`src/exec_pkg.sv`:
```
`default_nettype none

package exec_pkg;

    localparam int XLEN = 32;
    localparam int TAG_W = 6;
    localparam int NUM_PREGS = 64;       // tag 0 reads as constant zero
    localparam int RS_DEPTH = 4;
    localparam int NUM_UNITS = 3;
    localparam int RF_RD_PORTS = 4;
    localparam int RS_IDX_W = $clog2(RS_DEPTH);
    localparam int STEP_W = $clog2(XLEN + 1);
    localparam int SHAMT_W = $clog2(XLEN);

    typedef logic [XLEN-1:0] data_t;
    typedef logic [TAG_W-1:0] tag_t;
    typedef logic [NUM_UNITS-1:0] unit_flags_t;  // indexed by unit_e

    typedef enum logic [1:0] {
        UNIT_ALU,
        UNIT_MUL,
        UNIT_DIV
    } unit_e;

    typedef enum logic [3:0] {
        ALU_ADD,
        ALU_SUB,
        ALU_AND,
        ALU_OR,
        ALU_XOR,
        ALU_SLL,
        ALU_SRL,
        ALU_SRA,
        ALU_SLT,
        ALU_SLTU
    } alu_fn_e;

    // mul and div codes overlap
    typedef logic [1:0] md_fn_e;
    localparam md_fn_e MD_MUL = 2'd0;
    localparam md_fn_e MD_MULH = 2'd1;
    localparam md_fn_e MD_MULHU = 2'd2;
    localparam md_fn_e MD_DIV = 2'd0;
    localparam md_fn_e MD_DIVU = 2'd1;
    localparam md_fn_e MD_REM = 2'd2;
    localparam md_fn_e MD_REMU = 2'd3;

    typedef struct packed {
        unit_e      unit;
        logic [3:0] fn;
        tag_t       src1;
        tag_t       src2;
        tag_t       dest;
        logic       use_imm;
        data_t      imm;
    } dispatch_t;

    typedef struct packed {
        alu_fn_e fn;
        logic    use_imm;
        data_t   imm;
        tag_t    dest;
    } alu_payload_t;

    typedef struct packed {
        md_fn_e fn;
        tag_t   dest;
    } md_payload_t;

    typedef struct packed {
        logic  valid;
        tag_t  tag;
        data_t data;
    } wb_t;

    // one source operand as held in a station entry
    typedef struct packed {
        tag_t  tag;
        data_t value;
        logic  ready;
    } operand_t;

endpackage

`default_nettype wire

```
`src/int_alu.sv`:
```
`default_nettype none

module int_alu (
    input  logic                   clk,
    input  logic                   rst_n,
    input  logic                   issue_valid,
    input  exec_pkg::alu_payload_t payload,
    input  exec_pkg::data_t        op_a,
    input  exec_pkg::data_t        op_b,
    output exec_pkg::wb_t          wb
);
    import exec_pkg::*;

    data_t b;
    data_t result;
    logic [SHAMT_W-1:0] shamt;
    logic valid_q;
    tag_t tag_q;
    data_t data_q;

    assign b = payload.use_imm ? payload.imm : op_b;
    assign shamt = b[SHAMT_W-1:0];

    always_comb begin
        case (payload.fn)
            ALU_ADD:  result = op_a + b;
            ALU_SUB:  result = op_a - b;
            ALU_AND:  result = op_a & b;
            ALU_OR:   result = op_a | b;
            ALU_XOR:  result = op_a ^ b;
            ALU_SLL:  result = op_a << shamt;
            ALU_SRL:  result = op_a >> shamt;
            ALU_SRA:  result = data_t'($signed(op_a) >>> shamt);
            ALU_SLT:  result = data_t'($signed(op_a) < $signed(b));
            ALU_SLTU: result = data_t'(op_a < b);
            default:  result = '0;
        endcase
    end

    always_ff @(posedge clk or negedge rst_n) begin
        if (!rst_n) begin
            valid_q <= 1'b0;
        end else begin
            valid_q <= issue_valid;
        end
    end

    always_ff @(posedge clk) begin
        if (issue_valid) begin
            tag_q <= payload.dest;
            data_q <= result;
        end
    end

    assign wb = '{valid: valid_q, tag: tag_q, data: data_q};

endmodule

`default_nettype wire

```
`config.mk`:
```
export PLATFORM = sky130hd
export DESIGN_NAME = int_alu
export DESIGN_NICKNAME = d
export VERILOG_FILES = /design/src/exec_pkg.sv /design/src/int_alu.sv
export SDC_FILE = /design/constraint.sdc
export NUM_CORES = 1
export LEC_CHECK = 0
export BUFFER_PORTS_ARGS = -buffer_cell sky130_fd_sc_hd__buf_4
export CORE_ASPECT_RATIO = 0.9
export CORE_MARGIN = 1.5
export CORE_UTILIZATION = 40
export DETAILED_ROUTE_END_ITERATION = 8
export SLEW_MARGIN = 20
export SYNTH_ARGS = -nofsm -noshare
export SYNTH_HDL_FRONTEND = slang
export SYNTH_SLANG_ARGS = --single-unit
```
`constraint.sdc`:
```
create_clock -name clk -period 1 [get_ports clk]
set_clock_uncertainty 0.15 [all_clocks]
set_input_delay 0.25 -clock clk [delete_from_list [all_inputs] [get_ports clk]]
set_output_delay 0.25 -clock clk [all_outputs]
set_load 0.05 [all_outputs]
```
After elaboration in Yosys (flattened, before gate mapping)
Index checks and enable logic that the tools add are counted.
- register bits: 39
- input bits: 110
- add/sub/neg operators: 2
- magnitude comparators: 2
- eq/ne operators: 9
- shift-type cells: 3
- mux-type cells: 2
- bitwise operators: 3
- reductions and logical operators: 1
- operators with widths (operator ; number):
    32-bit one-hot mux with 10 select lines ; 1
    32-bit < comparator ; 2
    32-bit adder ; 1
    32-bit AND ; 1
    32-bit two-way mux ; 1
    32-bit OR ; 1
    32-bit by 5-bit << shifter with 32-bit output ; 1
    32-bit by 5-bit >> shifter with 32-bit output ; 1
    32-bit by 5-bit >>> shifter with 32-bit output ; 1
    32-bit subtractor ; 1
    32-bit XOR ; 1
    4-bit by 3-bit equality test with 1-bit output (second input constant) ; 4
    4-bit by 2-bit equality test with 1-bit output (second input constant) ; 2
    4-bit equality test (second input constant) ; 2
    4-bit by 1-bit equality test with 1-bit output (second input constant) ; 1
    4-bit logical NOT ; 1

Logic depth before layout (Yosys ltp)
- word-level depth: 3
- depth in mapped cells: 18

Least setup slack after synthesis
No wires, ideal clock.
- path type: input to register
- from: input port payload[38] (netlist name)
- to: register data_q[31], data pin
- library setup time: 0.257 ns
- data arrival time: 4.168 ns
- slack: -3.575 ns
- cell stages on the path: 17
- path through: buf_6 -> mux2i_1 -> clkbuf_1 -> buf_2 -> buf_1 -> buf_1 -> ha_1 -> clkbuf_1 -> nor3_1 -> o21ai_0 -> a211oi_1 -> nor4_1 -> o31ai_1 -> a211oi_1 -> o41ai_1 -> o221ai_1 -> a32o_1
- word-level cells in the longest chain between the ends: 3
- RTL lines (element ; RTL line ; source):
    start, declared ; int_alu.sv:7 ; input exec_pkg::alu_payload_t payload,
    32-bit two-way mux (*) ; int_alu.sv:21 ; assign b = payload.use_imm ? payload.imm : op_b;
    32-bit subtractor (tied with other cells) ; int_alu.sv:27 ; ALU_SUB: result = op_a - b;
    32-bit one-hot mux with 10 select lines (*) ; int_alu.sv:25 ; case (payload.fn)
    via result[31] ; int_alu.sv:15 ; data_t result;
    end signal, assigned ; int_alu.sv:51 ; data_q <= result;
    end, declared ; int_alu.sv:19 ; data_t data_q;
Mark *: on every way through the listed nets, which the timed path passes. The rest lies on a longest branch.
A chain may end at the register's enable or synchronous reset.

Worst setup path after layout
- from: input port payload[38] (netlist name)
- to: register data_q[16], data pin
Same word-level chain as after synthesis.

==> metrics.txt <==
post-synthesis cell area=10600 µm²; Pwr per Cell Area=953 nW/µm²; fin crit period=3.40 ns; vias in the first global route=15100; Crit path max-delay family=compound AO/OA/AOI/OAI gates; top-area cell type share of the netlist area=11.5%; Max stage delay on crit path=0.38 ns; Avg Inst Size Synth=7.32 µm²; share of layout cells above drive strength 1=52.3%; Critical Path RT=0.89 ns; clock-pin slew on the worst setup and hold paths=0.07 ns; Clock Tree Root=clkbuf_16; CTS tree=built; port buffer count=148; die width=175 µm; crit path launch type=primary input; Area contributors post-synth=ha_1, edfxtp_1, mux2i_1; Async SR Flop Fraction=2.56%; hold crit path type=in -> async; Syn. warnings=0; Via-to-Cell Ratio=6.32; leading cell types by count after synthesis=nand2_1, a21oi_1, nor2_1; CP Max Fanout=8; GRT Overall Usage=45.9%; synthesis-to-layout area growth=83.9%; 1st-iter DRT viols=2188; Max Clk Rate=294 MHz; Cells after Synth=1455; drt pass-1 iters=8; Routed WL=66.7 mm; drc violations=0; HPWL reported at the end of detailed placement=49.6 mm; drt wl/cell=26.6 µm; first-pass GRT wire length=94.2 mm; Buf+Inv Stages, Crit Path=5; final hold viol count=0; Setup WS post-layout=-2.40 ns; Data arrival, critical path=3.29 ns; Max Cap Viol=0; leading area contributor after synthesis=ha_1; number of H-tree levels=2; final net count=2372; Worst VDD drop=694 µV; Worst-Margin Slew=0.737 ns; status=complete, but fails checks; initial antenna violation count=2; headroom to the max-slew limit=50.3%; WS Path Type=in -> reg; number of flops mapped to enable cells by yosys=38; largest net degree at the start of global routing=57; gr ovfl total=0; net count after synthesis=1665; Die Ht=158 µm; Core ar.=26100 µm²; Antenna Nets Post-Route=0; Main synth FF type=edfxtp_1; FP Rows=56; Critical Path End Type=register; hold slack final=0.115 ns; flops & latches, synth=39; Num CTS Buffers=5; clock sink count=39; gpl congestion=1.08; Slew Viols, Final=0; RSZ-0062 raised after global routing=yes; I/O Pins=149; utilization after layout=74.9%; starting density of the core=40.7%; final setup fails=71; LEAKAGE=8.90 nW; routed vias=15900; Max clock buf depth=2; library cells used by synthesis=79; Final Cycle Share=340%; CP cell instances=buf_16 > buf_6 > mux2i_4 > buf_6 > inv_4 > ha_4 > a21oi_2 > buf_4 > o21ba_4 > a21oi_4 > or3_4 > a21o_1 > a21oi_4 > o21bai_2 > a221o_1 > a221o_1; die area=27600 µm²; post-synthesis sequential area ratio=11.0%; most frequent cell after synthesis=nand2_1; Slowest-stage cell, CP=mux2i_4; failing checks=negative setup slack
-- final cells by class --
cell class / count / area, µm²
diodes: 1 / 2.50
clock buffers: 6 / 129
clock inverters: 2 / 12.5
fillers: 1898 / 6560
inverters: 99 / 392
multi-input cells: 1203 / 10500
flip-flops and latches: 39 / 1170
well taps: 348 / 435
repair buffers: 814 / 6960
-- per-layer routing --
layer | up-vias | global-route usage, % | routed length [µm]
met3 | 273 | 12.8 | 7460
met1 | 7543 | 56.2 | 25500
li1 | 6938 | - | -
met5 | - | 0 | 13
met2 | 1127 | 71.7 | 28800
met4 | 2 | 28.2 | 4980
-- kinds of logic (layout without fill, tap and decap cells) --
group / Yosys count / count (layout) / share of synthesized area [%]
compound gates: 530 / 530 / 33.8
simple gates: 420 / 420 / 17.6
buf+inv: 213 / 921 / 8.23
mux: 143 / 143 / 16.7
fa+ha+maj: 100 / 100 / 11.9
flops: 39 / 39 / 11.0
xor+xnor: 10 / 10 / 0.823
other cells: 0 / 1 / 0
-- state kept, by name (all words and copies together) (netlist names) --
name     cells
valid_q      1
tag_q        6
data_q      32
-- metrics by stage --
| stage | power, mW | TNS (ns) | std cells | setup WS [ns] | cell area [µm²] |
|---|---|---|---|---|---|
| 2_1_floorplan | 7.83 | -80.91 | 1455 | -3.05 | 10900 |
| 3_3_place_gp | 13.5 | -87.16 | 2407 | -3.14 | 16300 |
| 3_5_place_dp | 13.6 | -89.34 | 2407 | -3.32 | 16300 |
| 4_1_cts | 17.1 | -77.32 | 2483 | -2.34 | 18400 |
| 5_1_grt | 19.3 | -81.92 | 2511 | -2.47 | 19600 |
| 6_report | 18.7 | -80.06 | 2512 | -2.40 | 19600 |
-- cell usage in the layout, fill, tap and decap left out, types with 8 or more instances in the layout --
cell and instances:
a221oi_2 8, ha_1 67, mux2i_4 20, nand2_1 149
a31oi_1 16, o221ai_1 13, buf_12 20, mux4_2 23
a211oi_2 16, nand3_1 24, edfxtp_1 38, buf_4 688
o21bai_1 14, o21ai_1 14, buf_6 83, o22ai_1 17
nor3_1 27, ha_2 11, mux2i_1 71, o221ai_2 8
a211oi_1 12, o211ai_1 24, ha_4 20, a221o_1 19
nor2_2 10, o21ai_0 78, mux2i_2 22, nand2b_1 11
a221oi_1 17, a22oi_1 9, inv_1 90, a21oi_4 10
a21o_1 18, nor2_1 106, a21oi_1 91, a21oi_2 28
nand4_1 11
-- power breakdown --
group / internal, mW / switching [mW]
clock network: 0.926 / 0.821
logic: 6.88 / 7.83
registers: 2.08 / 0.114
total: 9.89 / 8.77
-- what timing repair did --
action / 4_1_cts / 5_1_grt
hold endpoints to repair: 7 / 0
setup endpoints to repair: 71 / 75
gates cloned: 6 / 0
gates resized for setup: 291 / 188
setup buffers: 61 / 35
hold buffers: 7 / 0
pin swaps: 104 / 85
-- worst paths after layout --
check	start	end	slack (ns)	depth (start not counted)
worst min-delay path	rst_n	valid_q	0.11	2
worst max-delay path	payload[38]	data_q[16]	-2.40	16
min in group clk	payload[1]	tag_q[1]	0.15	2
max in group asynchronous	rst_n	valid_q	0.50	2
(Power assumes the default switching activity.)
