[src/exec_pkg.sv]
`default_nettype none

package exec_pkg;

    localparam int XLEN = 32;
    localparam int TAG_W = 6;
    localparam int NUM_PREGS = 64;       // tag 0 reads as constant zero
    localparam int RS_DEPTH = 4;
    localparam int NUM_UNITS = 3;
    localparam int RF_RD_PORTS = 4;
    localparam int RS_IDX_W = $clog2(RS_DEPTH);
    localparam int STEP_W = $clog2(XLEN + 1);
    localparam int SHAMT_W = $clog2(XLEN);

    typedef logic [XLEN-1:0] data_t;
    typedef logic [TAG_W-1:0] tag_t;
    typedef logic [NUM_UNITS-1:0] unit_flags_t;  // indexed by unit_e

    typedef enum logic [1:0] {
        UNIT_ALU,
        UNIT_MUL,
        UNIT_DIV
    } unit_e;

    typedef enum logic [3:0] {
        ALU_ADD,
        ALU_SUB,
        ALU_AND,
        ALU_OR,
        ALU_XOR,
        ALU_SLL,
        ALU_SRL,
        ALU_SRA,
        ALU_SLT,
        ALU_SLTU
    } alu_fn_e;

    // mul and div codes overlap
    typedef logic [1:0] md_fn_e;
    localparam md_fn_e MD_MUL = 2'd0;
    localparam md_fn_e MD_MULH = 2'd1;
    localparam md_fn_e MD_MULHU = 2'd2;
    localparam md_fn_e MD_DIV = 2'd0;
    localparam md_fn_e MD_DIVU = 2'd1;
    localparam md_fn_e MD_REM = 2'd2;
    localparam md_fn_e MD_REMU = 2'd3;

    typedef struct packed {
        unit_e      unit;
        logic [3:0] fn;
        tag_t       src1;
        tag_t       src2;
        tag_t       dest;
        logic       use_imm;
        data_t      imm;
    } dispatch_t;

    typedef struct packed {
        alu_fn_e fn;
        logic    use_imm;
        data_t   imm;
        tag_t    dest;
    } alu_payload_t;

    typedef struct packed {
        md_fn_e fn;
        tag_t   dest;
    } md_payload_t;

    typedef struct packed {
        logic  valid;
        tag_t  tag;
        data_t data;
    } wb_t;

    // one source operand as held in a station entry
    typedef struct packed {
        tag_t  tag;
        data_t value;
        logic  ready;
    } operand_t;

endpackage

`default_nettype wire

[src/seq_divider.sv]
`default_nettype none

module seq_divider (
    input  logic                  clk,
    input  logic                  rst_n,
    input  logic                  start,
    input  exec_pkg::md_payload_t payload,
    input  exec_pkg::data_t       op_a,
    input  exec_pkg::data_t       op_b,
    output logic                  busy,
    output exec_pkg::wb_t         wb
);
    import exec_pkg::*;

    logic [STEP_W-1:0] step;
    logic last;
    logic is_signed;
    data_t dvsr;
    data_t quo;          // dividend shifts out as quotient bits shift in
    data_t rem;
    logic [XLEN:0] shifted;
    logic [XLEN:0] diff;
    logic q_neg;
    logic r_neg;
    logic want_rem;
    data_t quotient;
    data_t remainder;
    logic valid_q;
    tag_t tag_q;
    data_t data_q;

    assign is_signed = payload.fn == MD_DIV || payload.fn == MD_REM;
    assign last = busy && step == STEP_W'(XLEN);
    assign shifted = {rem, quo[XLEN-1]};
    assign diff = shifted - {1'b0, dvsr};
    assign quotient = q_neg ? -quo : quo;
    assign remainder = r_neg ? -rem : rem;

    always_ff @(posedge clk or negedge rst_n) begin
        if (!rst_n) begin
            busy <= 1'b0;
            step <= '0;
            valid_q <= 1'b0;
        end else begin
            valid_q <= last;
            if (start) begin
                busy <= 1'b1;
                step <= '0;
            end else if (last) begin
                busy <= 1'b0;
            end else if (busy) begin
                step <= step + 1'b1;
            end
        end
    end

    always_ff @(posedge clk) begin
        if (start) begin
            quo <= (is_signed && op_a[XLEN-1]) ? -op_a : op_a;
            dvsr <= (is_signed && op_b[XLEN-1]) ? -op_b : op_b;
            rem <= '0;
            // zero divisor leaves all ones, so no sign flip then
            q_neg <= is_signed && (op_a[XLEN-1] ^ op_b[XLEN-1]) && op_b != '0;
            r_neg <= is_signed && op_a[XLEN-1];
            want_rem <= !(payload.fn == MD_DIV || payload.fn == MD_DIVU);
            tag_q <= payload.dest;
        end else if (busy && !last) begin
            if (!diff[XLEN]) begin
                rem <= diff[XLEN-1:0];
                quo <= {quo[XLEN-2:0], 1'b1};
            end else begin
                rem <= shifted[XLEN-1:0];   // restore
                quo <= {quo[XLEN-2:0], 1'b0};
            end
        end
        if (last) begin
            data_q <= want_rem ? remainder : quotient;
        end
    end

    assign wb = '{valid: valid_q, tag: tag_q, data: data_q};

endmodule

`default_nettype wire

[config.mk]
export PLATFORM = sky130hd
export DESIGN_NAME = seq_divider
export DESIGN_NICKNAME = d
export VERILOG_FILES = /design/src/exec_pkg.sv /design/src/seq_divider.sv
export SDC_FILE = /design/constraint.sdc
export NUM_CORES = 1
export LEC_CHECK = 0
export ABC_AREA = 1
export BUFFER_PORTS_ARGS = -buffer_cell sky130_fd_sc_hd__buf_4
export CAP_MARGIN = 20
export CORE_MARGIN = 2
export CORE_UTILIZATION = 55
export DETAILED_ROUTE_END_ITERATION = 12
export PLACE_DENSITY = 0.76
export RECOVER_POWER = 100
export SETUP_SLACK_MARGIN = 0.2
export SYNTH_ARGS = -nofsm -noshare
export SYNTH_HDL_FRONTEND = slang
export SYNTH_SLANG_ARGS = --single-unit
[constraint.sdc]
create_clock -name clk -period 2.7 [get_ports clk]
set_input_delay 0.405 -clock clk [delete_from_list [all_inputs] [get_ports clk]]
set_output_delay 0.405 -clock clk [all_outputs]
set_load 0.02 [all_outputs]
### Word-level counts from Yosys, hierarchy flattened

Cells that the tools add are included.

| cells by class | value |
|---|---|
| $add $sub $neg | 6 |
| bitwise logic cells | 1 |
| reductions and logical operators | 16 |
| multiplexer cells | 14 |
| equality and inequality tests | 4 |

Operator list:

| kind | count |
|---|---|
| 32-bit two-way mux | 8 |
| 32-bit negator | 4 |
| 33-bit by 32-bit subtractor with 33-bit output | 1 |
| 32-bit nonzero test | 1 |
| 6-bit two-way mux | 3 |
| 6-bit by 1-bit adder with 6-bit output (second input constant) | 1 |
| 6-bit equality test (second input constant) | 1 |
| 1-bit logical AND | 6 |
| 2-bit nonzero test | 3 |
| 1-bit two-way mux | 3 |
| 2-bit by 1-bit equality test with 1-bit output (second input constant) | 1 |
| 2-bit equality test (second input constant) | 1 |
| 1-bit logical NOT | 2 |
| 2-bit logical NOT | 1 |
| 1-bit logical OR | 2 |
| 2-bit != test (second input constant) | 1 |
| 2-bit AND reduction | 1 |
| 1-bit XOR | 1 |

| storage, ports and cells | value |
|---|---|
| logic and storage cells | 52 |
| register bits | 145 |
| input bits | 75 |
| output and inout bits | 40 |

### Logic depth before layout (Yosys ltp)

| logic depth | value |
|---|---|
| depth after elaboration | 6 |
| gate-level depth with buffers | 18 |
| gate-level depth less buffers | 17 |

### Least setup slack after synthesis

OpenSTA, ideal clock, no wires.

| path | value |
|---|---|
| path kind | register -> register |
| start point | reg step[0] |
| end point | reg data_q[0], enable pin |
| data arrival time | 2111 ps |
| data required time | 2278 ps |
| setup time | 422 ps |
| stages on the path, launching flop included | 5 |
| period minus slack after synthesis | 2533 ps |
| path buffers | 0 |
| path slack | 167 ps |
| cell sequence | dfrtp_1 > inv_1 > ha_1 > nand4_1 > nor2_1 |

| on the way | value |
|---|---|
| cells in the longest elaborated chain, start to end | 2 |

Ends and longest elaborated chain:

| element | line | RTL |
|---|---|---|
| start, declared | seq_divider.sv:15 | `logic [STEP_W-1:0] step;` |
| start signal, assigned | seq_divider.sv:52 | `step <= step + 1'b1;` |
| 6-bit equality test | seq_divider.sv:33 | `assign last = busy && step == STEP_W'(XLEN);` |
| 1-bit logical AND | seq_divider.sv:33 |  |
| net last | seq_divider.sv:16 | `logic last;` |
| end signal, assigned | seq_divider.sv:77 | `data_q <= want_rem ? remainder : quotient;` |
| end, declared | seq_divider.sv:30 | `data_t data_q;` |

The timed path passes the listed nets, and every way through them passes these cells.
A chain may end at the register's enable or synchronous reset.

### Final worst setup path

| path | value |
|---|---|
| start point | reg dvsr[0] |
| end point | reg rem[15] |

| on the way | value |
|---|---|
| cells in the longest elaborated chain, start to end | 2 |

Ends and longest elaborated chain:

| element | line | RTL |
|---|---|---|
| start, declared | seq_divider.sv:18 | `data_t dvsr;` |
| start signal, assigned | seq_divider.sv:60 | `dvsr <= (is_signed && op_b[XLEN-1]) ? -op_b : op_b;` |
| 33-bit by 32-bit subtractor with 33-bit output | seq_divider.sv:35 | `assign diff = shifted - {1'b0, dvsr};` |
| 32-bit two-way mux | seq_divider.sv:68 | `if (!diff[XLEN]) begin` |
| end signal, assigned | seq_divider.sv:69 | `rem <= diff[XLEN-1:0];` |
| end signal, assigned | seq_divider.sv:72 | `rem <= shifted[XLEN-1:0];` |
| end, declared | seq_divider.sv:20 | `data_t rem;` |

Every way passes these cells.

==> parameters.txt <==
Parameter                              Value

Clock network
  Number of buffers on the longest clock path    2
  Num CTS Buffers    17
  Clock Pin Slew Worst Setup and Hold Paths    0.07 ns
  TritonCTS clock tree    yes
  Clk Tree Root Cell    clkbuf_16
  Clock H-tree levels    4
  Insertion delay of the later-clocked pin in the worst-skew pair    0.43 ns
  Clock Sinks    145

Synth
  Most used standard cells in the synthesized netlist    573 x nand2_1, 311 x inv_1, 164 x nor2_1, 132 x nand3_1, 119 x o21ai_0
  Portion of the post-synthesis area used by sequential elements    34.6%
  Largest family of logic cells by synthesized area    simple AND/OR/NAND/NOR gates
  Number of distinct library cells after synthesis    39
  Synthesized area    11500 sq um
  Cell with the most instances after synthesis    nand2_1
  Cells after synthesis    1784
  Synth area leaders    edfxtp_1 27%, nand2_1 19%, inv_1 10%, nand3_1 5.7%, dfxtp_1 5.5%
  Multiplexer area fraction after synthesis    0%
  Mean instance size in the synthesized netlist    6.47 sq um
  Post-synth top area share    27.3%
  Share of synthesized cell area in full adder, half adder and majority cells    4.29%
  Count of synthesis-stage warnings from yosys    0
  Mapped Nets    1898
  Basic-gate share of the synthesized area counting and, or, nand and nor cells    34.9%
  Count of flip-flops with a built-in enable after synthesis    105
  Seq cells post-synth    145
  Share of synthesized flip-flops with an asynchronous set or reset    5.52%
  Share of the synthesized area in compound gates (AO/OA/AOI/OAI)    9.77%
  Biggest area consumer among synthesized cells    edfxtp_1
  Most instantiated flip-flop cell in the synthesis netlist    edfxtp_1
  Synthesized-area fraction occupied by xor and xnor cells    4.70%

Status
  Run status    complete, no violations

Pwr
  Peak ir drop on the vdd network    439 uV
  Power per cell area    508 nW/um^2
  Total power draw    6.76 mW
  Pleak    6.72 nW

Global route
  Largest net degree at the start of global routing    40
  Antenna violations before repair    0
  Vias in the first global route    10400
  Residual overflow from global routing    0
  First-pass GRT wire length    52200 um
  Overall Global Routing Usage    30.0%

Placed design
  Routability congestion estimate from global placement    0.965
  Half-perimeter wire length of the detailed placement result    26400 um
  Count of port buffers added during placement    114
  Post-DP Area    12800 sq um

Timing
  Final hold violation count    0
  Unrepaired setup endpoints after global routing    true
  Fmax    0.409 GHz
  Hold Worst Slack    0.167 ns
  Tightest Pin Transition    1.35 ns
  Total count of max-transition violations in the final report    0
  Final cycle utilization of the critical path    90.6%
  Slew HR    9.86%
  Fin crit period    2.45 ns
  Setup TNS after final layout    0 ns
  Setup Skew    0.00574 ns
  Finish-stage setup viols    0

Finish
  Synthesis-to-layout area growth    15.1%
  Final layout net count    2025
  Count of filler cells inserted in the layout    2010
  Share of layout cells above drive strength 1    7.90%
  N_diodes    0
  Final non-filler cell area    13300 sq um

Setup path
  Most numerous cell on the critical path    nand2_1
  Delay of the slowest cell on the worst path    0.43 ns
  Worst setup path class    register to register
  CP Data Arrival Time    2.77 ns
  List of cells traversed by the critical path    ha_4 > fa_2 > inv_1 > nand3_1 > nand2_1 > nand2_1 > nand2_1 > nand2_1 > nand2_1 > nand2_4 > nand2_4 > nand2_2 > nand2_4 > buf_4 > nand2_1 > nand3_1 > nand2_1
  Category of cells accounting for the largest share of critical-path delay    simple AND/OR/NAND/NOR gates
  Kind of capture point of the worst setup path    register
  Crit path buffers/inverters    2
  Worst-path fanout max    6
  Crit path max-delay cell type    edfxtp_1
  Worst path required time    3.02 ns
  R2R Setup Slk    0.25 ns
  Type of origin of the critical path    register

Drt
  Wire length reported by the detailed router    34100 um
  Via count    12000
  Via density per instance    5.47
  DR pass1 iterations    6
  Post-route antenna net violation count    0
  Drt initial violations    1405
  Average wire length per cell after detail routing    15.5 um
  Residual DRC count    0

Floorplan
  Overall die area    22200 sq um
  Overall die height    149 um
  Ports    115
  Starting Density    55.5%
  Number of standard-cell rows in the floorplan    53
  Core footprint    20800 sq um
  Horiz. Die Dim    149 um

Min path
  Worst min-delay path category    primary input to register

Job
  Max-capacitance violation count    0
[state kept, by name (all words and copies together), names as in the netlist]
name and flops:
rem 32, valid_q 1, want_rem 1, tag_q 6, q_neg 1, step 6, dvsr 32, data_q 32
busy 1, quo 32, r_neg 1
[report_power, final]
group | internal, mW | switching [mW] | leakage [nW] | total, mW
Clock | 1.30 | 1.07 | 0.272 | 2.37
Sequential | 2.59 | 0.104 | 1.40 | 2.70
Combinational | 0.567 | 1.13 | 5.04 | 1.70
[placed cells by master (no fill, tap or decap), types with 4 or more instances in the layout]
cell,Yosys,routed
nand2_1,573,573
inv_1,311,311
nor2_1,164,163
nand3_1,132,132
o21ai_0,119,119
edfxtp_1,105,105
buf_4,1,77
a21oi_1,71,69
clkbuf_1,32,50
nor3_1,46,45
xor2_1,42,42
ha_1,38,34
dfxtp_1,32,32
nand4_1,20,20
xnor2_1,20,20
clkbuf_16,0,17
clkbuf_4,0,10
dfrtp_1,8,8
and2_1,7,7
nand2_4,1,7
o31ai_1,6,6
or2_2,5,5
nand3b_1,5,5
clkinv_1,3,5
inv_6,0,5
o211ai_1,4,4
nor4_1,4,4
o22ai_1,4,4
clkbuf_2,0,4
[metrics by stage]
stage	util, %	worst slack (ns)	instances
after floorplan	-	0.405	1784
after global placement	61.4	0.245	2161
after detailed placement	61.4	0.151	2161
after CTS	64.3	0.193	2194
after global routing	63.9	0.0771	2199
final	63.9	0.255	2199
[final timing paths]
path / from / endpoint / cells after the start
worst max-delay path: dvsr[0]$_DFFE_PP_ / rem[15]$_SDFFE_PP0P_ / 17
worst min-delay path: payload[2] / tag_q[2]$_DFFE_PP_ / 1
worst max register to register: dvsr[0]$_DFFE_PP_ / rem[15]$_SDFFE_PP0P_ / 17
worst min register to register: rem[1]$_SDFFE_PP0P_ / rem[1]$_SDFFE_PP0P_ / 2
max in group asynchronous: rst_n / step[3]$_DFFE_PN0P_ / 2
min in group asynchronous: rst_n / valid_q$_DFF_PN0_ / 2
[cells by family after synthesis]
kind of cell / count (synthesis)
xor gates and xnor gates: 62
and+or+nand+nor: 971
buffers and inverters: 352
AOI/OAI and AO/OA: 215
DFF: 145
adders and majority gates: 39
[per-layer routing]
metal	track usage, %	share of wire [%]	routed length [um]	up-vias
li1	-	-	-	5942
met1	43.4	44	15000	5448
met2	47.5	45	15400	578
met4	7.76	2.0	675	0
met3	4.13	8.9	3030	60
met5	0	0	0	-
[timing repair]
action                                  in CTS  in global routing
hold buffers                                 1                  0
endpoints found under the hold margin        8                  0
pin swaps                                    0                  4
buffers inserted                             0                  3
cloned                                       0                  2
gates resized for setup                      2                 28
endpoints found under the setup margin      31                 41
[final cells by class]
class,instances,area (sq um),area share [%]
sequential,145,3990,30.0
inverter,314,1180,8.86
clock buffer,17,425,3.20
tap,275,344,2.59
timing repair buffer,144,911,6.85
multi-input combinational,1289,6300,47.4
clock inverter,15,146,1.10
No activity file was read; power rests on OpenSTA's default activity.
