==> config.mk <==
export PLATFORM = sky130hd
export DESIGN_NAME = seq_multiplier
export DESIGN_NICKNAME = d
export VERILOG_FILES = /design/src/exec_pkg.sv /design/src/seq_multiplier.sv
export SDC_FILE = /design/constraint.sdc
export NUM_CORES = 1
export LEC_CHECK = 0
export ABC_CLOCK_PERIOD_IN_PS = 3700
export BUFFER_PORTS_ARGS = -buffer_cell sky130_fd_sc_hd__buf_4
export CAP_MARGIN = 20
export CORE_UTILIZATION = 45
export CTS_CLUSTER_DIAMETER = 30
export DETAILED_ROUTE_END_ITERATION = 16
export SYNTH_ARGS = -nofsm -noshare
export SYNTH_HDL_FRONTEND = slang
export SYNTH_SLANG_ARGS = --single-unit
==> constraint.sdc <==
create_clock -name clk -period 3.7 [get_ports clk]
set_input_delay 0.555 -clock clk [delete_from_list [all_inputs] [get_ports clk]]
set_output_delay 0.555 -clock clk [all_outputs]
set_load 0.03 [all_outputs]
==> src/exec_pkg.sv <==
`default_nettype none

package exec_pkg;

    localparam int XLEN = 32;
    localparam int TAG_W = 6;
    localparam int NUM_PREGS = 64;       // tag 0 reads as constant zero
    localparam int RS_DEPTH = 4;
    localparam int NUM_UNITS = 3;
    localparam int RF_RD_PORTS = 4;
    localparam int RS_IDX_W = $clog2(RS_DEPTH);
    localparam int STEP_W = $clog2(XLEN + 1);
    localparam int SHAMT_W = $clog2(XLEN);

    typedef logic [XLEN-1:0] data_t;
    typedef logic [TAG_W-1:0] tag_t;
    typedef logic [NUM_UNITS-1:0] unit_flags_t;  // indexed by unit_e

    typedef enum logic [1:0] {
        UNIT_ALU,
        UNIT_MUL,
        UNIT_DIV
    } unit_e;

    typedef enum logic [3:0] {
        ALU_ADD,
        ALU_SUB,
        ALU_AND,
        ALU_OR,
        ALU_XOR,
        ALU_SLL,
        ALU_SRL,
        ALU_SRA,
        ALU_SLT,
        ALU_SLTU
    } alu_fn_e;

    // mul and div codes overlap
    typedef logic [1:0] md_fn_e;
    localparam md_fn_e MD_MUL = 2'd0;
    localparam md_fn_e MD_MULH = 2'd1;
    localparam md_fn_e MD_MULHU = 2'd2;
    localparam md_fn_e MD_DIV = 2'd0;
    localparam md_fn_e MD_DIVU = 2'd1;
    localparam md_fn_e MD_REM = 2'd2;
    localparam md_fn_e MD_REMU = 2'd3;

    typedef struct packed {
        unit_e      unit;
        logic [3:0] fn;
        tag_t       src1;
        tag_t       src2;
        tag_t       dest;
        logic       use_imm;
        data_t      imm;
    } dispatch_t;

    typedef struct packed {
        alu_fn_e fn;
        logic    use_imm;
        data_t   imm;
        tag_t    dest;
    } alu_payload_t;

    typedef struct packed {
        md_fn_e fn;
        tag_t   dest;
    } md_payload_t;

    typedef struct packed {
        logic  valid;
        tag_t  tag;
        data_t data;
    } wb_t;

    // one source operand as held in a station entry
    typedef struct packed {
        tag_t  tag;
        data_t value;
        logic  ready;
    } operand_t;

endpackage

`default_nettype wire

==> src/seq_multiplier.sv <==
`default_nettype none

module seq_multiplier (
    input  logic                  clk,
    input  logic                  rst_n,
    input  logic                  start,
    input  exec_pkg::md_payload_t payload,
    input  exec_pkg::data_t       op_a,
    input  exec_pkg::data_t       op_b,
    output logic                  busy,
    output exec_pkg::wb_t         wb
);
    import exec_pkg::*;

    logic [STEP_W-1:0] step;
    logic last;
    logic is_signed;
    data_t mcand;
    logic [2*XLEN-1:0] prod;     // upper half accumulates, lower half holds multiplier
    logic [XLEN:0] partial;
    logic [2*XLEN-1:0] product;
    logic negate;
    logic high;
    logic valid_q;
    tag_t tag_q;
    data_t data_q;

    assign is_signed = payload.fn == MD_MULH;
    assign last = busy && step == STEP_W'(XLEN);
    assign partial = {1'b0, prod[2*XLEN-1:XLEN]} + (prod[0] ? {1'b0, mcand} : '0);
    assign product = negate ? -prod : prod;

    always_ff @(posedge clk or negedge rst_n) begin
        if (!rst_n) begin
            busy <= 1'b0;
            step <= '0;
            valid_q <= 1'b0;
        end else begin
            valid_q <= last;
            if (start) begin
                busy <= 1'b1;
                step <= '0;
            end else if (last) begin
                busy <= 1'b0;
            end else if (busy) begin
                step <= step + 1'b1;
            end
        end
    end

    always_ff @(posedge clk) begin
        if (start) begin
            mcand <= (is_signed && op_a[XLEN-1]) ? -op_a : op_a;
            prod <= {{XLEN{1'b0}}, (is_signed && op_b[XLEN-1]) ? -op_b : op_b};
            negate <= is_signed && (op_a[XLEN-1] ^ op_b[XLEN-1]);
            high <= payload.fn == MD_MULH || payload.fn == MD_MULHU;
            tag_q <= payload.dest;
        end else if (busy && !last) begin
            prod <= {partial, prod[XLEN-1:1]};
        end
        if (last) begin
            data_q <= high ? product[2*XLEN-1:XLEN] : product[XLEN-1:0];
        end
    end

    assign wb = '{valid: valid_q, tag: tag_q, data: data_q};

endmodule

`default_nettype wire

-- Word-level counts from Yosys, hierarchy flattened
Cells that the tools add are included.
- register bits: 144
- input port bits: 75
- add/sub/neg operators: 5
- reductions and logical operators: 11
- bitwise operators: 1
- equal/unequal tests: 4
- multiplexer cells: 12
- operator list (kind ; count):
    $mux W32 ; 6
    $mux W64 ; 1
    $neg A32 Y32 ; 2
    $neg A64 Y64 ; 1
    $add A32 B32 Y33 ; 1
    $mux W6 ; 3
    $add A6 B1 Y6 const B ; 1
    $eq A6 B6 Y1 const B ; 1
    $reduce_bool A2 Y1 ; 3
    $logic_and A1 B1 Y1 ; 5
    $eq A2 B1 Y1 const B ; 1
    $eq A2 B2 Y1 const B ; 1
    $mux W1 ; 2
    $ne A2 B2 Y1 const B ; 1
    $reduce_and A2 Y1 ; 1
    $logic_not A1 Y1 ; 1
    $logic_or A1 B1 Y1 ; 1
    $xor A1 B1 Y1 ; 1

-- Depth between registers and ports, before layout
Gate-level depths: netlist of run 1.
- depth in word-level cells: 6
- depth in mapped cells: 11
- mapped depth without buffers: 10

-- Worst setup path after synthesis of run 1
Ideal clock, no wire load.
- kind: register to register
- from: register prod[13]
- to: register data_q[25], data pin
- stages on the path, launching flop included: 9
- library setup time: 0.259 ns
- arrival time: 2.715 ns
- path slack: 0.726 ns
- path buffers: 1
- cells stage by stage: edfxtp_1 > or4_4 > or4_4 > buf_6 > nor2_1 > nand4_1 > nor4_1 > mux2_1 > a211o_1
- word-level cells in the longest chain between the ends: 3
- ends and longest elaborated chain (what ; RTL line ; RTL):
    start: declaration ; seq_multiplier.sv:19 ; logic [2*XLEN-1:0] prod;
    start signal: assignment ; seq_multiplier.sv:54 ; prod <= {{XLEN{1'b0}}, (is_signed && op_b[XLEN-1]) ? -op_b : op_b};
    start signal: assignment ; seq_multiplier.sv:59 ; prod <= {partial, prod[XLEN-1:1]};
    $neg A64 Y64 ; seq_multiplier.sv:31 ; assign product = negate ? -prod : prod;
    $mux W64 ; seq_multiplier.sv:31 ;
    $mux W32 ; seq_multiplier.sv:62 ; data_q <= high ? product[2*XLEN-1:XLEN] : product[XLEN-1:0];
    end signal: assignment ; seq_multiplier.sv:62 ;
    end: declaration ; seq_multiplier.sv:26 ; data_t data_q;
No other way between the ends.
A chain may end at the register's enable or synchronous reset.

-- Worst setup path after layout of run 1
- from: register prod[0]
- to: register prod[60]
- word-level cells in the longest chain between the ends: 2
- ends and longest elaborated chain (what ; RTL line ; RTL):
    $mux W32 ; seq_multiplier.sv:30 ; assign partial = {1'b0, prod[2*XLEN-1:XLEN]} + (prod[0] ? {1'b0, mcand} : '0);
    $add A32 B32 Y33 ; seq_multiplier.sv:30 ;
No other way between the ends.

==> results of run 1 <==
## placed cells by master, fill, tap and decap left out, types with 32 or more instances in the layout
cell and instances:
edfxtp_1 104, ha_1 38, nand2_1 115, nor2_1 97, and2_1 38, o31ai_1 33, buf_4 135, xnor2_1 67
dfxtp_1 32, xor2_1 76, a21oi_1 108, o21ai_0 63
## worst max path at each step
stage / from / endpoint / slack (ns) / cells after the start
2_1_floorplan: prod[13] / data_q[25] / 0.73 / 8
3_3_place_gp: prod[0] / prod[59] / 0.44 / 10
3_5_place_dp: prod[0] / prod[62] / 0.37 / 10
4_1_cts: prod[0] / prod[62] / 0.35 / 10
5_1_grt: prod[0] / prod[62] / 0.03 / 10
6_report: prod[0] / prod[60] / 0.36 / 10
## flip-flops by register name, summed over array words and instances (netlist names)
| register | cells |
|---|---|
| valid_q | 1 |
| high | 1 |
| data_q | 32 |
| mcand | 32 |
| busy | 1 |
| tag_q | 6 |
| negate | 1 |
| step | 6 |
| prod | 64 |
## worst max-delay path: stages, from the launching register on
cell       delay (ns)
edfxtp_1         0.55
and2_1           0.21
ha_1             0.34
a21oi_1          0.09
a2111oi_0        0.53
buf_4            0.21
o2111ai_1        0.25
o31ai_1          0.35
a31oi_1          0.20
or3_1            0.34
a41oi_1          0.20
## power groups by stage
stage / Clock (mW) / Combinational [mW] / Sequential [mW]
2_1_floorplan: 0 / 1.07 / 2.15
3_3_place_gp: 0 / 1.50 / 2.24
3_5_place_dp: 0 / 1.51 / 2.24
4_1_cts: 1.82 / 1.52 / 2.21
5_1_grt: 1.88 / 1.69 / 2.24
6_report: 1.79 / 1.53 / 2.21
## final cells by class
| class | instances | area (um^2) |
|---|---|---|
| clock buffers | 17 | 425 |
| flip-flops and latches | 144 | 3960 |
| multi-input cells | 869 | 5640 |
| fillers | 1987 | 9570 |
| repair buffers | 137 | 1040 |
| well taps | 275 | 344 |
| clock inverters | 15 | 181 |
| inverters | 32 | 120 |
## per-layer routing
| metal | vias to the layer above | wire (um) |
|---|---|---|
| met2 | 310 | 11200 |
| met1 | 3903 | 13200 |
| met3 | 13 | 1610 |
| met5 | - | 0 |
| met4 | 0 | 270 |
| li1 | 4210 | - |
## logic make-up (layout without fill, tap and decap cells)
group / Yosys count / in the layout / synth area share, %
multiplexers: 16 / 16 / 1.71
AND/OR/NAND/NOR: 375 / 375 / 19.0
adder cells (fa/ha/maj): 39 / 39 / 5.01
flip-flops: 144 / 144 / 40.0
buffers and inverters: 77 / 201 / 3.03
XOR/XNOR: 143 / 143 / 12.7
AO/OA/AOI/OAI: 296 / 296 / 18.6
## through the flow
step	std cells	worst slack [ns]	instance area (um^2)	hold WS [ns]	power, mW
3_5_place_dp	1456	0.369	11100	0.381	3.75
4_1_cts	1489	0.347	11700	0.283	5.54
2_1_floorplan	1090	0.726	9900	0.259	3.22
6_report	1489	0.356	11700	0.300	5.53
5_1_grt	1489	0.0297	11700	0.280	5.80
3_3_place_gp	1456	0.442	11100	0.380	3.74
==> flow_summary.json, run 1 <==
{
  "status": "finished, final reports clean",
  "holdCritPathClass": "in2reg",
  "critPathCaptureType": "flip-flop",
  "start_util_pct": 46.5,
  "nets": 1315,
  "cts_tree": "yes",
  "holdCritStartpoint": "payload[2]",
  "num_rows": 53,
  "cts_num_sinks": 144,
  "io_pins": 115,
  "clk_latency_ns": 0.43,
  "finish.utilization_pct": 55.0,
  "grt_pass1_wl_um": 41500,
  "intPower_mw": 3.66,
  "initialDrtViolationCount": 729,
  "worstHoldEndpoint": "tag_q[2]",
  "p_sw_share_pct": 33.9,
  "max_freq_mhz": 299,
  "io_buffers": 114,
  "cts-resized-gates": 0,
  "cp_data_arrival_time_ns": 3.69,
  "gp_congestion": 0.913,
  "grt_use_met3_pct": 3.36,
  "core_um2": 21300,
  "reg2reg_depth": 10,
  "synth.area.top_cells": "edfxtp_1, xor2_1, dfxtp_1",
  "overflow": 0,
  "dr.pass1.iters": 6,
  "synth_cell_types": 72,
  "drive_above_1_share_pct": 16.3,
  "combPwrFrac_pct": 27.6,
  "finClkSkew_ns": 0.0150,
  "synth_top_area_share_pct": 31.6,
  "reg2reg_setup_slack_ns": 0.36,
  "syn-num-nets": 1204,
  "vdd_ir_drop_max_v": 0.000248,
  "die_w_um": 150,
  "cap_violations": 0,
  "rr_startpoint": "prod[0]",
  "netlist_instances": 1090,
  "root_buffer": "clkbuf_16",
  "clock_path_buffers": 2,
  "p_seq_share_pct": 40.1,
  "antenna_cells": 0,
  "synth-edff-count": 104,
  "antenna_found_initial": 0,
  "clockPowerShare_pct": 32.3,
  "path_max_fanout": 14,
  "rsz0062_at_grt": "no",
  "wl_per_cell_um": 17.7,
  "grt.total_usage_pct": 24.1,
  "first_global_vias": 7545,
  "slew_violations": 0,
  "finalSetupViolations": 0,
  "yosys.area.top_type": "edfxtp_1",
  "post_cts_buffers": 0,
  "clkTransAtPathRegs_ns": 0.06,
  "r2r_end": "prod[60]",
  "min_path_cells": 1,
  "start_kind": "flip-flop",
  "hold_viol": 0,
  "hpwl_um": 20200,
  "fin_crit_ns": 3.34,
  "worst_slew_pin_slew_ns": 0.795,
  "p_sw_mw": 1.87,
  "p_per_area_nw_per_um2": 472,
  "synth-async-reset-ratio_pct": 5.56,
  "synth_common_cells": "nand2_1, a21oi_1, edfxtp_1",
  "worstPathRequired_ns": 4.05,
  "yosysWarnings": 0,
  "syn_area_per_cell_um2": 9.08,
  "fin_crit_sh_pct": 90.4,
  "ys.flop_type": "edfxtp_1",
  "htree_num_levels": 4,
  "die_h_um": 150,
  "ctsHoldBuffers": 1,
  "area_growth_syn_to_layout_pct": 18.4,
  "yosysMostFrequentCell": "nand2_1",
  "crit_type": "reg2reg",
  "antenna_left": 0,
  "drc_errors": 0,
  "cts_buffers": 17,
  "tns_ns": 0,
  "met1_usage_pct": 37.4,
  "ys_ff_latch": 144,
  "grt_max_degree": 60,
  "relSlewSlack_pct": 46.9,
  "grt-busiest-layer": "met1",
  "netlist_area_um2": 9900,
  "num_vias": 8436,
  "die-area_um2": 22600,
  "drt-total-wl_um": 26300,
  "grt_util_met2_pct": 34.5,
  "vias_per_cell": 5.67,
  "yosysSeqAreaShare_pct": 40.0,
  "power_leakage_nw": 4.64
}
(Power assumes the default switching activity.)
==> inputs of run 2 (changes only) <==
--- a/config.mk
+++ b/config.mk
@@ -5,7 +5,7 @@
 export SDC_FILE = /design/constraint.sdc
 export NUM_CORES = 1
 export LEC_CHECK = 0
-export ABC_CLOCK_PERIOD_IN_PS = 3700
+export ABC_CLOCK_PERIOD_IN_PS = 3900
 export BUFFER_PORTS_ARGS = -buffer_cell sky130_fd_sc_hd__buf_4
 export CAP_MARGIN = 20
 export CORE_UTILIZATION = 45
==> constraint.sdc (replaced) <==
create_clock -name clk -period 3.9 [get_ports clk]
set_input_delay 0.39 -clock clk [delete_from_list [all_inputs] [get_ports clk]]
set_output_delay 0.39 -clock clk [all_outputs]
set_load 0.03 [all_outputs]
==> flow_summary.json, run 2 (synthesis gave the netlist of run 1 again) <==
{
  "htree_num_levels": 4,
  "first_global_vias": 7606,
  "worst_slew_pin_slew_ns": 0.870,
  "root_buffer": "clkbuf_16",
  "grt_use_met3_pct": 5.30,
  "nets": 1315,
  "cp_data_arrival_time_ns": 3.40,
  "cts-resized-gates": 0,
  "tns_ns": 0,
  "max_freq_mhz": 310,
  "drc_errors": 0,
  "clock_path_buffers": 2,
  "antenna_left": 0,
  "p_sw_mw": 1.80,
  "grt-busiest-layer": "met1",
  "fin_crit_sh_pct": 82.8,
  "vdd_ir_drop_max_v": 0.000257,
  "antenna_cells": 0,
  "start_kind": "flip-flop",
  "grt_pass1_wl_um": 41800,
  "reg2reg_setup_slack_ns": 0.67,
  "worstPathRequired_ns": 4.07,
  "top_regs": "prod (64), data_q (32), mcand (32)",
  "start_util_pct": 46.5,
  "hpwl_um": 20200,
  "fin_crit_ns": 3.23,
  "nFillCells": 1982,
  "intPower_mw": 3.42,
  "mostFrequentLayoutCell": "buf_4",
  "cts_tree": "yes",
  "finClkSkew_ns": 0.0113,
  "holdCritPathClass": "in2reg",
  "num_vias": 8425,
  "cts_buffers": 17,
  "num_rows": 53,
  "p_per_area_nw_per_um2": 446,
  "die_h_um": 150,
  "core_um2": 21300,
  "relSlewSlack_pct": 41.9,
  "largest_register_ffs": 64,
  "grt_max_degree": 68,
  "combPwrFrac_pct": 27.7,
  "slew_violations": 0,
  "io_pins": 115,
  "p_total_mw": 5.22,
  "clkTransAtPathRegs_ns": 0.07,
  "die_w_um": 150,
  "gp_congestion": 0.917,
  "die-area_um2": 22600,
  "finalSetupViolations": 0,
  "antenna_found_initial": 1,
  "crit_type": "reg2reg",
  "grt.total_usage_pct": 24.4,
  "rsz0062_at_grt": "no",
  "initialDrtViolationCount": 711,
  "dr.pass1.iters": 5,
  "clk_latency_ns": 0.43,
  "hold_viol": 0,
  "largest_register": "prod",
  "io_buffers": 114,
  "overflow": 0,
  "vias_per_cell": 5.66,
  "area_growth_syn_to_layout_pct": 18.1,
  "cap_violations": 0,
  "grt_util_met2_pct": 35.3,
  "mostFrequentLayoutCells": "buf_4, nand2_1, a21oi_1, edfxtp_1, nor2_1",
  "path_max_fanout": 9,
  "critPathCaptureType": "flip-flop",
  "cts_num_sinks": 144,
  "p_seq_share_pct": 40.3,
  "status": "finished, final reports clean",
  "drive_above_1_share_pct": 16.4,
  "drt-total-wl_um": 26400,
  "power_leakage_nw": 4.63,
  "clockPowerShare_pct": 31.9,
  "met1_usage_pct": 36.4,
  "p_sw_share_pct": 34.5,
  "post_cts_buffers": 0,
  "wl_per_cell_um": 17.7
}
-- run 2: power groups by stage --
stage	Sequential, mW	Combinational (mW)	Clock, mW
global route	2.13	1.61	1.76
floorplan	2.04	1.01	0
CTS	2.10	1.44	1.70
global placement	2.13	1.42	0
finish	2.11	1.45	1.67
detailed placement	2.13	1.43	0
-- run 2: repair_timing --
action                                  CTS  global route
hold buffers                              1             0
endpoints found under the setup margin    0             0
hold endpoints to repair                  8             0
-- run 2: routing by layer --
layer | vias up | share of wire [%]
met5 | - | 0
met4 | 0 | 1.3
li1 | 4211 | -
met2 | 266 | 43
met3 | 22 | 6.7
met1 | 3926 | 49
-- run 2: worst paths after layout --
kind	from	end	depth (start not counted)
max	prod[29]	data_q[25]	7
min	payload[4]	tag_q[4]	1
max reg2reg	prod[29]	data_q[25]	7
min reg2reg	prod[32]	prod[32]	2
max in group asynchronous	rst_n	busy	2
min in group asynchronous	rst_n	step[2]	2
-- run 2: final cells by class --
| cell class | instances | area, um^2 | area share [%] |
|---|---|---|---|
| Multi-Input combinational cell | 869 | 5640 | 48.2 |
| Clock inverter | 15 | 173 | 1.48 |
| Clock buffer | 17 | 425 | 3.64 |
| Tap cell | 275 | 344 | 2.94 |
| Inverter | 32 | 120 | 1.03 |
| Sequential cell | 144 | 3960 | 33.9 |
| Timing Repair Buffer | 137 | 1030 | 8.82 |
-- run 2: worst max-delay path, stage by stage (launching register included) --
cell and delay (ns):
edfxtp_1 0.42, or3_1 0.46, or4_1 0.58, nor3_4 0.36
nand4_1 0.23, nor4_1 0.26, mux2_1 0.36, a211o_1 0.30
-- run 2: metrics by stage --
step	instance area, um^2	setup slack, ns	utilization, %	cells	hold WS, ns
floorplan	9900	0.926	-	1090	0.0944
global placement	11100	0.768	52.1	1456	0.214
detailed placement	11100	0.718	52.1	1456	0.212
CTS	11700	0.708	54.9	1489	0.118
global route	11700	0.310	54.9	1489	0.113
finish	11700	0.672	54.9	1489	0.132
